--- src/common/fft_pkg.sv ---
package fft_pkg;

    // ------------------------------------------------------------------------
    // sizes
    // ------------------------------------------------------------------------
    localparam int N_POINTS = 16;
    localparam int ADDR_W   = 4;
    localparam int PAIR_W   = ADDR_W - 1;
    localparam int DATA_W   = 16;
    localparam int TW_FRAC  = 14;
    localparam int ANGLE_W  = 2;
    localparam int N_ANGLES = 1 << ANGLE_W;

    // full product width, rotated operand width and sum width
    localparam int PROD_W = 2 * DATA_W + 1;
    localparam int ROT_W  = DATA_W + 2;
    localparam int SUM_W  = ROT_W + 1;

    // second operand strobe to the half-difference write
    localparam int BFLY_LATENCY = 4;
    localparam int DRAIN_W      = $clog2(BFLY_LATENCY);

    // ------------------------------------------------------------------------
    // twiddles, Q2.14, w^k = cos - j*sin for k = 0..3 of 16 points
    // ------------------------------------------------------------------------
    localparam logic signed [DATA_W-1:0] TW_COS [N_ANGLES] = '{
        16'sd16384, 16'sd15137, 16'sd11585, 16'sd6270
    };
    localparam logic signed [DATA_W-1:0] TW_SIN [N_ANGLES] = '{
        16'sd0, -16'sd6270, -16'sd11585, -16'sd15137
    };

    typedef struct packed {
        logic signed [DATA_W-1:0] re;
        logic signed [DATA_W-1:0] im;
    } sample_t;

    typedef enum logic [2:0] {
        IDLE,
        READ_A,
        READ_B,
        DRAIN,
        DONE
    } ctrl_state_e;

endpackage

--- src/common/sample_wr_if.sv ---
`timescale 1ns/1ps

// one complex sample write per clock while en is high
interface sample_wr_if;

    logic                               en;
    logic        [fft_pkg::ADDR_W-1:0]  addr;
    logic signed [fft_pkg::DATA_W-1:0]  re;
    logic signed [fft_pkg::DATA_W-1:0]  im;

    modport writer (
        output en,
        output addr,
        output re,
        output im
    );

    modport mem (
        input en,
        input addr,
        input re,
        input im
    );

endinterface

--- src/source/sample_ram.sv ---
`timescale 1ns/1ps

module sample_ram (
    input  logic                          clk,
    sample_wr_if.mem                      wr,
    input  logic                          rd_en_i,
    input  logic [fft_pkg::ADDR_W-1:0]    rd_addr_i,
    output fft_pkg::sample_t              rd_data_o
);

    fft_pkg::sample_t mem_q [fft_pkg::N_POINTS];

    // ------------------------------------------------------------------------
    // write port
    // ------------------------------------------------------------------------
    always_ff @(posedge clk) begin
        if (wr.en) begin
            mem_q[wr.addr].re <= wr.re;
            mem_q[wr.addr].im <= wr.im;
        end
    end

    // ------------------------------------------------------------------------
    // registered read, holds its last value while rd_en_i is low
    // ------------------------------------------------------------------------
    always_ff @(posedge clk) begin
        if (rd_en_i) begin
            rd_data_o <= mem_q[rd_addr_i];
        end
    end

endmodule

--- src/stage_ctrl/stage_ctrl.sv ---
`timescale 1ns/1ps

module stage_ctrl (
    input  logic                          clk,
    input  logic                          rst_n,
    input  logic                          start_i,
    output logic                          rd_en_o,
    output logic [fft_pkg::ADDR_W-1:0]    rd_addr_o,
    output logic                          opa_stb_o,
    output logic                          opb_stb_o,
    output logic [fft_pkg::ANGLE_W-1:0]   angle_o,
    output logic [fft_pkg::ADDR_W-1:0]    pair_addr_o,
    output logic                          done_o
);

    fft_pkg::ctrl_state_e              state_q;
    fft_pkg::ctrl_state_e              state_d;
    logic [fft_pkg::PAIR_W-1:0]        pair_q;
    logic [fft_pkg::DRAIN_W-1:0]       drain_q;
    logic                              last_pair;
    logic                              drain_end;

    assign last_pair = (pair_q == fft_pkg::PAIR_W'(fft_pkg::N_POINTS / 2 - 1));
    assign drain_end = (drain_q == fft_pkg::DRAIN_W'(fft_pkg::BFLY_LATENCY - 1));

    // ------------------------------------------------------------------------
    // state sequencing
    // ------------------------------------------------------------------------
    always_comb begin
        state_d = state_q;
        case (state_q)
            fft_pkg::IDLE: begin
                if (start_i) begin
                    state_d = fft_pkg::READ_A;
                end
            end
            fft_pkg::READ_A: state_d = fft_pkg::READ_B;
            fft_pkg::READ_B: begin
                state_d = last_pair ? fft_pkg::DRAIN : fft_pkg::READ_A;
            end
            fft_pkg::DRAIN: begin
                if (drain_end) begin
                    state_d = fft_pkg::DONE;
                end
            end
            fft_pkg::DONE: state_d = fft_pkg::IDLE;
            default:       state_d = fft_pkg::IDLE;
        endcase
    end

    always_ff @(posedge clk or negedge rst_n) begin
        if (!rst_n) begin
            state_q <= fft_pkg::IDLE;
            pair_q  <= '0;
            drain_q <= '0;
        end else begin
            state_q <= state_d;
            // pair index advances after the odd read, wraps to 0 for the next run
            if (state_q == fft_pkg::READ_B) begin
                pair_q <= pair_q + 1'b1;
            end
            if (state_q == fft_pkg::DRAIN) begin
                drain_q <= drain_q + 1'b1;
            end else begin
                drain_q <= '0;
            end
        end
    end

    // ------------------------------------------------------------------------
    // read addressing: even sample of the pair, then the odd one
    // ------------------------------------------------------------------------
    assign rd_en_o   = (state_q == fft_pkg::READ_A) || (state_q == fft_pkg::READ_B);
    assign rd_addr_o = {pair_q, state_q == fft_pkg::READ_B};

    // strobes follow the read by one cycle, same as the bank's read latency
    always_ff @(posedge clk or negedge rst_n) begin
        if (!rst_n) begin
            opa_stb_o <= 1'b0;
            opb_stb_o <= 1'b0;
        end else begin
            opa_stb_o <= (state_q == fft_pkg::READ_A);
            opb_stb_o <= (state_q == fft_pkg::READ_B);
        end
    end

    // angle is p mod 4, tagged together with the pair's even address
    always_ff @(posedge clk) begin
        angle_o     <= pair_q[fft_pkg::ANGLE_W-1:0];
        pair_addr_o <= {pair_q, 1'b0};
    end

    assign done_o = (state_q == fft_pkg::DONE);

endmodule

--- src/butterfly/radix2_butterfly.sv ---
`timescale 1ns/1ps

module radix2_butterfly (
    input  logic                          clk,
    input  logic                          rst_n,
    input  logic                          opa_stb_i,
    input  logic                          opb_stb_i,
    input  logic [fft_pkg::ANGLE_W-1:0]   angle_i,
    input  logic [fft_pkg::ADDR_W-1:0]    pair_addr_i,
    input  fft_pkg::sample_t              op_data_i,
    sample_wr_if.writer                   wr
);

    typedef enum logic {
        WR_SUM,
        WR_DIF
    } wr_slot_e;

    fft_pkg::sample_t                      a_q;
    logic signed [fft_pkg::DATA_W-1:0]     tw_c;
    logic signed [fft_pkg::DATA_W-1:0]     tw_s;
    logic signed [fft_pkg::PROD_W-1:0]     rot_re;
    logic signed [fft_pkg::PROD_W-1:0]     rot_im;

    // stage 1: rotated operand b
    logic                                  s1_vld_q;
    fft_pkg::sample_t                      s1_a_q;
    logic [fft_pkg::ADDR_W-1:0]            s1_addr_q;
    logic signed [fft_pkg::ROT_W-1:0]      t_re_q;
    logic signed [fft_pkg::ROT_W-1:0]      t_im_q;

    // stage 2: halved sum and difference
    logic signed [fft_pkg::SUM_W-1:0]      sum_re;
    logic signed [fft_pkg::SUM_W-1:0]      sum_im;
    logic signed [fft_pkg::SUM_W-1:0]      dif_re;
    logic signed [fft_pkg::SUM_W-1:0]      dif_im;
    logic                                  s2_vld_q;
    logic [fft_pkg::ADDR_W-1:0]            s2_addr_q;
    fft_pkg::sample_t                      s2_sum_q;
    fft_pkg::sample_t                      s2_dif_q;

    // write serializer
    wr_slot_e                              slot_q;
    logic                                  wr_en_q;
    logic [fft_pkg::ADDR_W-1:0]            wr_addr_q;
    fft_pkg::sample_t                      wr_data_q;

    // ------------------------------------------------------------------------
    // complex multiply, b * (c + j*s)
    // ------------------------------------------------------------------------
    assign tw_c   = fft_pkg::TW_COS[angle_i];
    assign tw_s   = fft_pkg::TW_SIN[angle_i];
    assign rot_re = op_data_i.re * tw_c - op_data_i.im * tw_s;
    assign rot_im = op_data_i.re * tw_s + op_data_i.im * tw_c;

    assign sum_re = s1_a_q.re + t_re_q;
    assign sum_im = s1_a_q.im + t_im_q;
    assign dif_re = s1_a_q.re - t_re_q;
    assign dif_im = s1_a_q.im - t_im_q;

    always_ff @(posedge clk or negedge rst_n) begin
        if (!rst_n) begin
            s1_vld_q <= 1'b0;
            s2_vld_q <= 1'b0;
        end else begin
            s1_vld_q <= opb_stb_i;
            s2_vld_q <= s1_vld_q;
        end
    end

    always_ff @(posedge clk) begin
        if (opa_stb_i) begin
            a_q <= op_data_i;
        end
        // a is carried along so the next pair's operand a may land meanwhile
        if (opb_stb_i) begin
            s1_a_q    <= a_q;
            s1_addr_q <= pair_addr_i;
            t_re_q    <= fft_pkg::ROT_W'(rot_re >>> fft_pkg::TW_FRAC);
            t_im_q    <= fft_pkg::ROT_W'(rot_im >>> fft_pkg::TW_FRAC);
        end
        if (s1_vld_q) begin
            s2_addr_q   <= s1_addr_q;
            s2_sum_q.re <= fft_pkg::DATA_W'(sum_re >>> 1);
            s2_sum_q.im <= fft_pkg::DATA_W'(sum_im >>> 1);
            s2_dif_q.re <= fft_pkg::DATA_W'(dif_re >>> 1);
            s2_dif_q.im <= fft_pkg::DATA_W'(dif_im >>> 1);
        end
    end

    // ------------------------------------------------------------------------
    // two writes per pair: half-sum to 2p, half-difference to 2p+1
    // ------------------------------------------------------------------------
    always_ff @(posedge clk or negedge rst_n) begin
        if (!rst_n) begin
            slot_q  <= WR_SUM;
            wr_en_q <= 1'b0;
        end else begin
            case (slot_q)
                WR_SUM: begin
                    wr_en_q <= s2_vld_q;
                    if (s2_vld_q) begin
                        slot_q <= WR_DIF;
                    end
                end
                WR_DIF: begin
                    wr_en_q <= 1'b1;
                    slot_q  <= WR_SUM;
                end
                default: begin
                    wr_en_q <= 1'b0;
                    slot_q  <= WR_SUM;
                end
            endcase
        end
    end

    // stage 2 still holds this pair in the WR_DIF cycle
    always_ff @(posedge clk) begin
        if (slot_q == WR_SUM) begin
            wr_addr_q <= s2_addr_q;
            wr_data_q <= s2_sum_q;
        end else begin
            wr_addr_q <= s2_addr_q + fft_pkg::ADDR_W'(1);
            wr_data_q <= s2_dif_q;
        end
    end

    assign wr.en   = wr_en_q;
    assign wr.addr = wr_addr_q;
    assign wr.re   = wr_data_q.re;
    assign wr.im   = wr_data_q.im;

endmodule

--- src/source/fft_stage_top.sv ---
`timescale 1ns/1ps

module fft_stage_top (
    input  logic                                 clk,
    input  logic                                 rst_n,
    input  logic                                 load_en_i,
    input  logic        [fft_pkg::ADDR_W-1:0]    load_addr_i,
    input  logic signed [fft_pkg::DATA_W-1:0]    load_re_i,
    input  logic signed [fft_pkg::DATA_W-1:0]    load_im_i,
    input  logic                                 start_i,
    input  logic                                 rd_en_i,
    input  logic        [fft_pkg::ADDR_W-1:0]    rd_addr_i,
    output logic signed [fft_pkg::DATA_W-1:0]    rd_re_o,
    output logic signed [fft_pkg::DATA_W-1:0]    rd_im_o,
    output logic                                 done_o
);

    sample_wr_if load_wr ();
    sample_wr_if res_wr ();

    logic                            in_rd_en;
    logic [fft_pkg::ADDR_W-1:0]      in_rd_addr;
    fft_pkg::sample_t                in_rd_data;
    fft_pkg::sample_t                out_rd_data;
    logic                            opa_stb;
    logic                            opb_stb;
    logic [fft_pkg::ANGLE_W-1:0]     angle;
    logic [fft_pkg::ADDR_W-1:0]      pair_addr;

    // host load port into the input bank
    assign load_wr.en   = load_en_i;
    assign load_wr.addr = load_addr_i;
    assign load_wr.re   = load_re_i;
    assign load_wr.im   = load_im_i;

    sample_ram in_bank_inst (
        .clk       (clk),
        .wr        (load_wr),
        .rd_en_i   (in_rd_en),
        .rd_addr_i (in_rd_addr),
        .rd_data_o (in_rd_data)
    );

    stage_ctrl stage_ctrl_inst (
        .clk         (clk),
        .rst_n       (rst_n),
        .start_i     (start_i),
        .rd_en_o     (in_rd_en),
        .rd_addr_o   (in_rd_addr),
        .opa_stb_o   (opa_stb),
        .opb_stb_o   (opb_stb),
        .angle_o     (angle),
        .pair_addr_o (pair_addr),
        .done_o      (done_o)
    );

    radix2_butterfly radix2_butterfly_inst (
        .clk         (clk),
        .rst_n       (rst_n),
        .opa_stb_i   (opa_stb),
        .opb_stb_i   (opb_stb),
        .angle_i     (angle),
        .pair_addr_i (pair_addr),
        .op_data_i   (in_rd_data),
        .wr          (res_wr)
    );

    // results bank, read back by the host
    sample_ram out_bank_inst (
        .clk       (clk),
        .wr        (res_wr),
        .rd_en_i   (rd_en_i),
        .rd_addr_i (rd_addr_i),
        .rd_data_o (out_rd_data)
    );

    assign rd_re_o = out_rd_data.re;
    assign rd_im_o = out_rd_data.im;

endmodule

--- config.mk ---
export PLATFORM = sky130hd
export DESIGN_NAME = fft_stage_top
export DESIGN_NICKNAME = d
export VERILOG_FILES = /design/src/common/fft_pkg.sv /design/src/common/sample_wr_if.sv /design/src/source/sample_ram.sv /design/src/stage_ctrl/stage_ctrl.sv /design/src/butterfly/radix2_butterfly.sv /design/src/source/fft_stage_top.sv
export SDC_FILE = /design/constraint.sdc
export NUM_CORES = 2
export LEC_CHECK = 0
export ABC_AREA = 1
export BUFFER_PORTS_ARGS = -buffer_cell sky130_fd_sc_hd__buf_2
export CAP_MARGIN = 20
export CORE_UTILIZATION = 60
export DETAILED_ROUTE_END_ITERATION = 16
export PLACE_DENSITY = 0.82
export SETUP_SLACK_MARGIN = 0.2
export SYNTH_ARGS = -nofsm -noshare
export SYNTH_HDL_FRONTEND = slang
export SYNTH_SLANG_ARGS = --single-unit
--- constraint.sdc ---
create_clock -name clk -period 9.4 [get_ports clk]
set_input_delay 1.41 -clock clk [delete_from_list [all_inputs] [get_ports clk]]
set_output_delay 1.41 -clock clk [all_outputs]
set_load 0.1 [all_outputs]
## Word level (Yosys, flattened, before mapping)

Memories as Yosys holds them, arrays and structs flattened. A register that Yosys moved wholly into a read port is not among the register bits.
Index checks and enable logic that the tools add are counted.

- Register bits: 223
- RAM bits: 1024
- Logic and storage cells: 76
- Input bits: 45
- Output and inout port bits: 33
- Memories: 2

- Eq/ne operators: 8
- Magnitude comparators: 1
- Bitwise operators: 2
- Reduce and logical (&&, ||, !) cells: 3
- Mux-type cells: 20
- Add/subtract/negate cells: 9
- Multiply operators: 4

Memories:

| name | words | bits a word | read ports | clocked after memory_dff | wr ports | RTL line | text |
|---|---|---|---|---|---|---|---|
| in_bank_inst.mem_q | 16 | 32 | 1 | 1 | 1 | sample_ram.sv:11 | `fft_pkg::sample_t mem_q [fft_pkg::N_POINTS];` |
| out_bank_inst.mem_q | 16 | 32 | 1 | 1 | 1 | sample_ram.sv:11 |  |

Operators by type and width:

| operator | count |
|---|---|
| $mul A16 B16 Y31 | 4 |
| $bmux W16 S2 | 2 |
| $mux W16 | 4 |
| $add A16 B17 Y17 | 2 |
| $sub A16 B17 Y17 | 2 |
| $mux W32 | 1 |
| $add A31 B31 Y31 | 1 |
| $sub A31 B31 Y31 | 1 |
| $pmux W3 S4 | 1 |
| $eq A3 B2 Y1 const B | 2 |
| $eq A3 B3 Y1 const B | 2 |
| $mux W3 | 2 |
| $mux W1 | 5 |
| $add A4 B1 Y4 const B | 1 |
| $mux W2 | 2 |
| $mux W4 | 1 |
| $pmux W1 S2 | 2 |
| $add A3 B1 Y3 const B | 1 |
| $eq A3 B1 Y1 const B | 1 |
| $ge A3 B3 Y1 const B | 1 |
| $logic_not A3 Y1 | 1 |
| $not A2 Y3 | 1 |
| $add A2 B1 Y2 const B | 1 |
| $eq A2 B2 Y1 const B | 1 |
| other kinds (5) | 5 |

## Logic depth before layout (Yosys ltp)

- Word-level depth: 6
- Mapped depth: 39
- Gate-level depth less buffers: 36

## By module

A second synthesis with hierarchy kept.

- Cells, all modules: 8884
- Area total of the unflattened synthesis: 89849.9 sq um

Modules (own cells, without submodules):

| module | area an instance (sq um) | cells each | instances |
|---|---|---|---|
| sample_ram | 23050.9 | 2120 | 2 |
| radix2_butterfly | 43200.2 | 4590 | 1 |
| stage_ctrl | 548.0 | 54 | 1 |

## Least setup slack after synthesis

Ideal clock, no wire load.

- Path type: register -> register
- Start: reg stage_ctrl_inst.angle_o[0] (netlist name)
- End: reg radix2_butterfly_inst.t_re_q[13] (netlist name), data pin
- Path buffers: 4
- Arrival: 7.344 ns
- Slack: 1.804 ns
- Cell stages (with the launch flop): 33
- Period minus slack after synthesis: 7.596 ns
- Setup time: 0.252 ns
- Path through: dfxtp_1 clkbuf_1 clkbuf_1 inv_1 ha_1 clkbuf_1 clkbuf_1 nand2_1 inv_1 fa_1 inv_1 fa_1 fa_1 fa_1 inv_1 fa_1 fa_1 fa_1 inv_1 fa_1 inv_1 ha_1 nand2_1 nor2_1 inv_1 nor3_1 nand2_1 nand2_2 nand2_1 nand2_2 nand2_1 nand3_1 nand2_1

- Longest elaborated chain between the ends: 6
- Elaborated cells between the ends (all ways): 10

Ends and longest elaborated chain:

| item | RTL line | text |
|---|---|---|
| from (decl) | stage_ctrl.sv:11 | `output logic [fft_pkg::ANGLE_W-1:0] angle_o,` |
| from (signal assigned) | stage_ctrl.sv:89 | `angle_o <= pair_q[fft_pkg::ANGLE_W-1:0];` |
| $not A2 Y3 (not written as such) * | radix2_butterfly.sv:51, radix2_butterfly.sv:52 |  |
| $bmux W16 S2 (on tied branches) | radix2_butterfly.sv:51, radix2_butterfly.sv:52 |  |
| $mux W16 (on tied branches) (2 in a row) | radix2_butterfly.sv:51, radix2_butterfly.sv:52 |  |
| $mul A16 B16 Y31 | radix2_butterfly.sv:53 | `assign rot_re = op_data_i.re * tw_c - op_data_i.im * tw_s;` |
| $sub A31 B31 Y31 * | radix2_butterfly.sv:53 |  |
| named net radix2_butterfly_inst.rot_re (one bit) | radix2_butterfly.sv:22 | `logic signed [fft_pkg::PROD_W-1:0] rot_re;` |
| to (signal assigned) | radix2_butterfly.sv:79 | `t_re_q <= fft_pkg::ROT_W'(rot_re >>> fft_pkg::TW_FRAC);` |
| to (decl) | radix2_butterfly.sv:29 | `logic signed [fft_pkg::ROT_W-1:0] t_re_q;` |

Mark *: on every way through the listed nets, which the timed path passes. The rest lies on a longest branch. The select of a mux whose other input is x is not followed.
A chain may end at the register's enable or synchronous reset.

## Worst setup path after layout

- Start: reg stage_ctrl_inst.angle_o[0] (netlist name)
- End: reg radix2_butterfly_inst.t_re_q[7] (netlist name), data pin

The elaborated chain is that of the path after synthesis.

==> flow_summary.ini <==
[worst_setup_path]
cp_max_fo = 35
slowest_delay_ps = 950
regToRegSetupSlack_ps = 650
required_ps = 9950
r2r_cells = 26
crit_slowest_cell = ha_1
crit_top_cell = fa_1
cp-start-kind = flip-flop
critPathArrivalTime_ps = 9300
critPathKind = flip-flop to flip-flop
path_buf_inv = 7
reg2reg_from = stage_ctrl_inst.angle_o[0]
r2r_end = radix2_butterfly_inst.t_re_q[7]
cp-end-kind = flip-flop
cpLargestDelayFamily = adder cells

[sta]
worstMarginPinSlew_ps = 1172
maxSlewHeadroom_pct = 21.89
drv_slew = 0
min_period_ps = 8754
fin_setup_tns_ps = 0
clock_skew_ps = 50.92
rsz0062_at_grt = false
max_freq_mhz = 114.2
hold_violations = 0
finalSetupViolations = 0
fin_crit_sh_pct = 93.13

[synthesis]
synth_edf_count = 1256
synth_mux_area_share_pct = 1.506
ys_async_sr_fraction_pct = 1.070
synth_ff_type = edfxtp_1
synth_area_um2 = 85070
syn_avg_cell_area_um2 = 11.70
synth_most_common_cell = inv_1
synth_commonest_cells = inv_1 (1689), edfxtp_1 (1256), fa_1 (966)
syn_inst = 7271
synthTopCellsByArea = edfxtp_1 (44%), fa_1 (23%), inv_1 (7.5%)
netlist.area_leader.share_pct = 44.34
synth_cell_types = 47
yosys.area_share.simple_pct = 6.204
seq_area_frac_synth_pct = 45.67
yosys.area.top_type = edfxtp_1
synthAdderAreaFrac_pct = 28.73
synth_top_family_by_area = adder cells
yosys.area_share.xor_xnor_pct = 1.266
ys_ff_latch = 1309
syn-num-nets = 8690
synth_compound_area_share_pct = 7.651
synth_warnings = 0

[clock_network]
clk_pin_slew_worst_paths_ps = 60
cts_tree = yes
cts.sinks = 1309
htree_num_levels = 4
ctsHoldBuffers = 0
clockRootBuffer = clkbuf_16
cts_setup_buffers = 0
clk_latency_ps = 790
clk_path_buf_depth = 3
cts_resized = 0
cts_buffers = 131

[placement]
gp_congestion = 1.077
dp_hpwl_um = 169100
io_buffers = 77

[worst_hold_path]
whs_endpoint = radix2_butterfly_inst.wr.addr[1]
worst_hold_path_type = flip-flop to flip-flop
hp-start = radix2_butterfly_inst.s2_addr_q[1]
whs_path_depth = 0

[route]
wl_met1_um = 85010
drc = 0
routedWlPerCell_um = 25.51
wl_met3_um = 22780
drt_iter0_drc = 6337
routed.top_layer = met5
post_drt_via_cell_ratio = 5.948
wirelength_um = 236300
dr.pass1.iters = 8
vias = 55100
drt.antenna.violating_nets = 0
dr_wl_met2_um = 109400

[floorplan]
die_w_um = 378.5
dieArea_um2 = 143300
io_pins = 78
core_um2 = 140000
rows = 137
die_h_um = 378.5
start_util_pct = 60.74

[grt]
track_usage_pct = 33.92
gr-total-overflow = 0
grt_pass1_wl_um = 351400
antenna_found_initial = 11
grt_pass1_vias = 57250
grt_max_degree = 170

[cells_and_area]
regArea_um2 = 38860
area_delta_synth_final_pct = 7.829
multi_input_comb_area_um2 = 38840
fillers = 10130
drive_gt1_share_pct = 5.504
nets = 8696
final_core_utilization_pct = 65.50

[run]
maxCapViolations = 0

[status]
status = completed
[placed cells by master (no fill, tap or decap), types with 10 or more instances in the layout]
cell type  instances
inv_1           1686
edfxtp_1        1256
fa_1             966
nand2_1          815
ha_1             408
a21oi_1          320
nor2_1           206
o21ai_0          203
o31ai_1          142
clkbuf_16        134
o211ai_1         131
o22ai_1          128
mux2i_1          128
nand3_1          113
xor2_1           102
nor3_1            82
buf_4             81
buf_2             75
o32ai_1           64
dfxtp_1           38
clkbuf_1          28
nor2_4            24
nand4_1           22
xnor2_1           21
clkinv_1          19
clkinv_2          18
o21bai_1          15
a21o_1            14
nor4_1            13
diode_2           12
a31oi_1           12
dfrtp_1           10
[worst max path at each step]
stage                                     startpoint                               end  slack, ps  depth (start not counted)
after floorplan           stage_ctrl_inst.angle_o[0]  radix2_butterfly_inst.t_re_q[13]       1800                         32
after global placement    stage_ctrl_inst.angle_o[0]   radix2_butterfly_inst.t_re_q[7]       1100                         26
after detailed placement  stage_ctrl_inst.angle_o[0]   radix2_butterfly_inst.t_re_q[7]       1010                         26
after CTS                 stage_ctrl_inst.angle_o[0]   radix2_butterfly_inst.t_re_q[7]        940                         26
after global routing      stage_ctrl_inst.angle_o[0]   radix2_butterfly_inst.t_re_q[7]        440                         26
final                     stage_ctrl_inst.angle_o[0]   radix2_butterfly_inst.t_re_q[7]        650                         26
[per-stage QoR]
step	area (µm²)	worst slack, ps	hold slack [ps]	std cells
after global placement	87430	1105	327.8	9018
after floorplan	85070	1804	323.3	7271
after global routing	91720	445.0	353.9	9262
final	91730	645.6	337.2	9264
after CTS	91680	937.6	337.3	9251
after detailed placement	87440	1008	326.9	9019
[logic make-up after synthesis]
logic type | after synthesis
buffers and inverters | 1981
flip-flops | 1309
XOR/XNOR | 123
AND/OR/NAND/NOR | 1301
AO/OA/AOI/OAI | 1055
multiplexers | 128
adder cells (fa/ha/maj) | 1374
[flip-flops by register name, summed over array words and instances, names as in the netlist, 4 cells and up]
register and flops:
in_bank_inst.mem_q 512, in_bank_inst.rd_data_o 32, out_bank_inst.mem_q 512, out_bank_inst.rd_data_o 32, radix2_butterfly_inst.a_q 32, radix2_butterfly_inst.s1_a_q 32
radix2_butterfly_inst.s2_dif_q 32, radix2_butterfly_inst.s2_sum_q 32, radix2_butterfly_inst.t_im_q 17, radix2_butterfly_inst.t_re_q 17, radix2_butterfly_inst.wr.addr 4, radix2_butterfly_inst.wr.im 16
radix2_butterfly_inst.wr.re 16
[area by class of cell]
cell class | instances | share of cell area, %
Antenna cell | 12 | 0.03274
Tap cell | 1876 | 2.559
Clock buffer | 167 | 3.845
Multi-Input combinational cell | 3981 | 42.35
Inverter | 1694 | 6.939
Timing Repair Buffer | 160 | 1.135
Sequential cell | 1309 | 42.36
Clock inverter | 65 | 0.7775
[metal layers]
layer | global-route usage, % | vias to the layer above
li1 | - | 23750
met1 | 42.60 | 27430
met2 | 53.17 | 3138
met3 | 6.713 | 774
met4 | 23.79 | 8
met5 | 0 | -
Power is not shown: default switching activity piles up to over one toggle a cycle in this logic, so the estimate is an artifact.
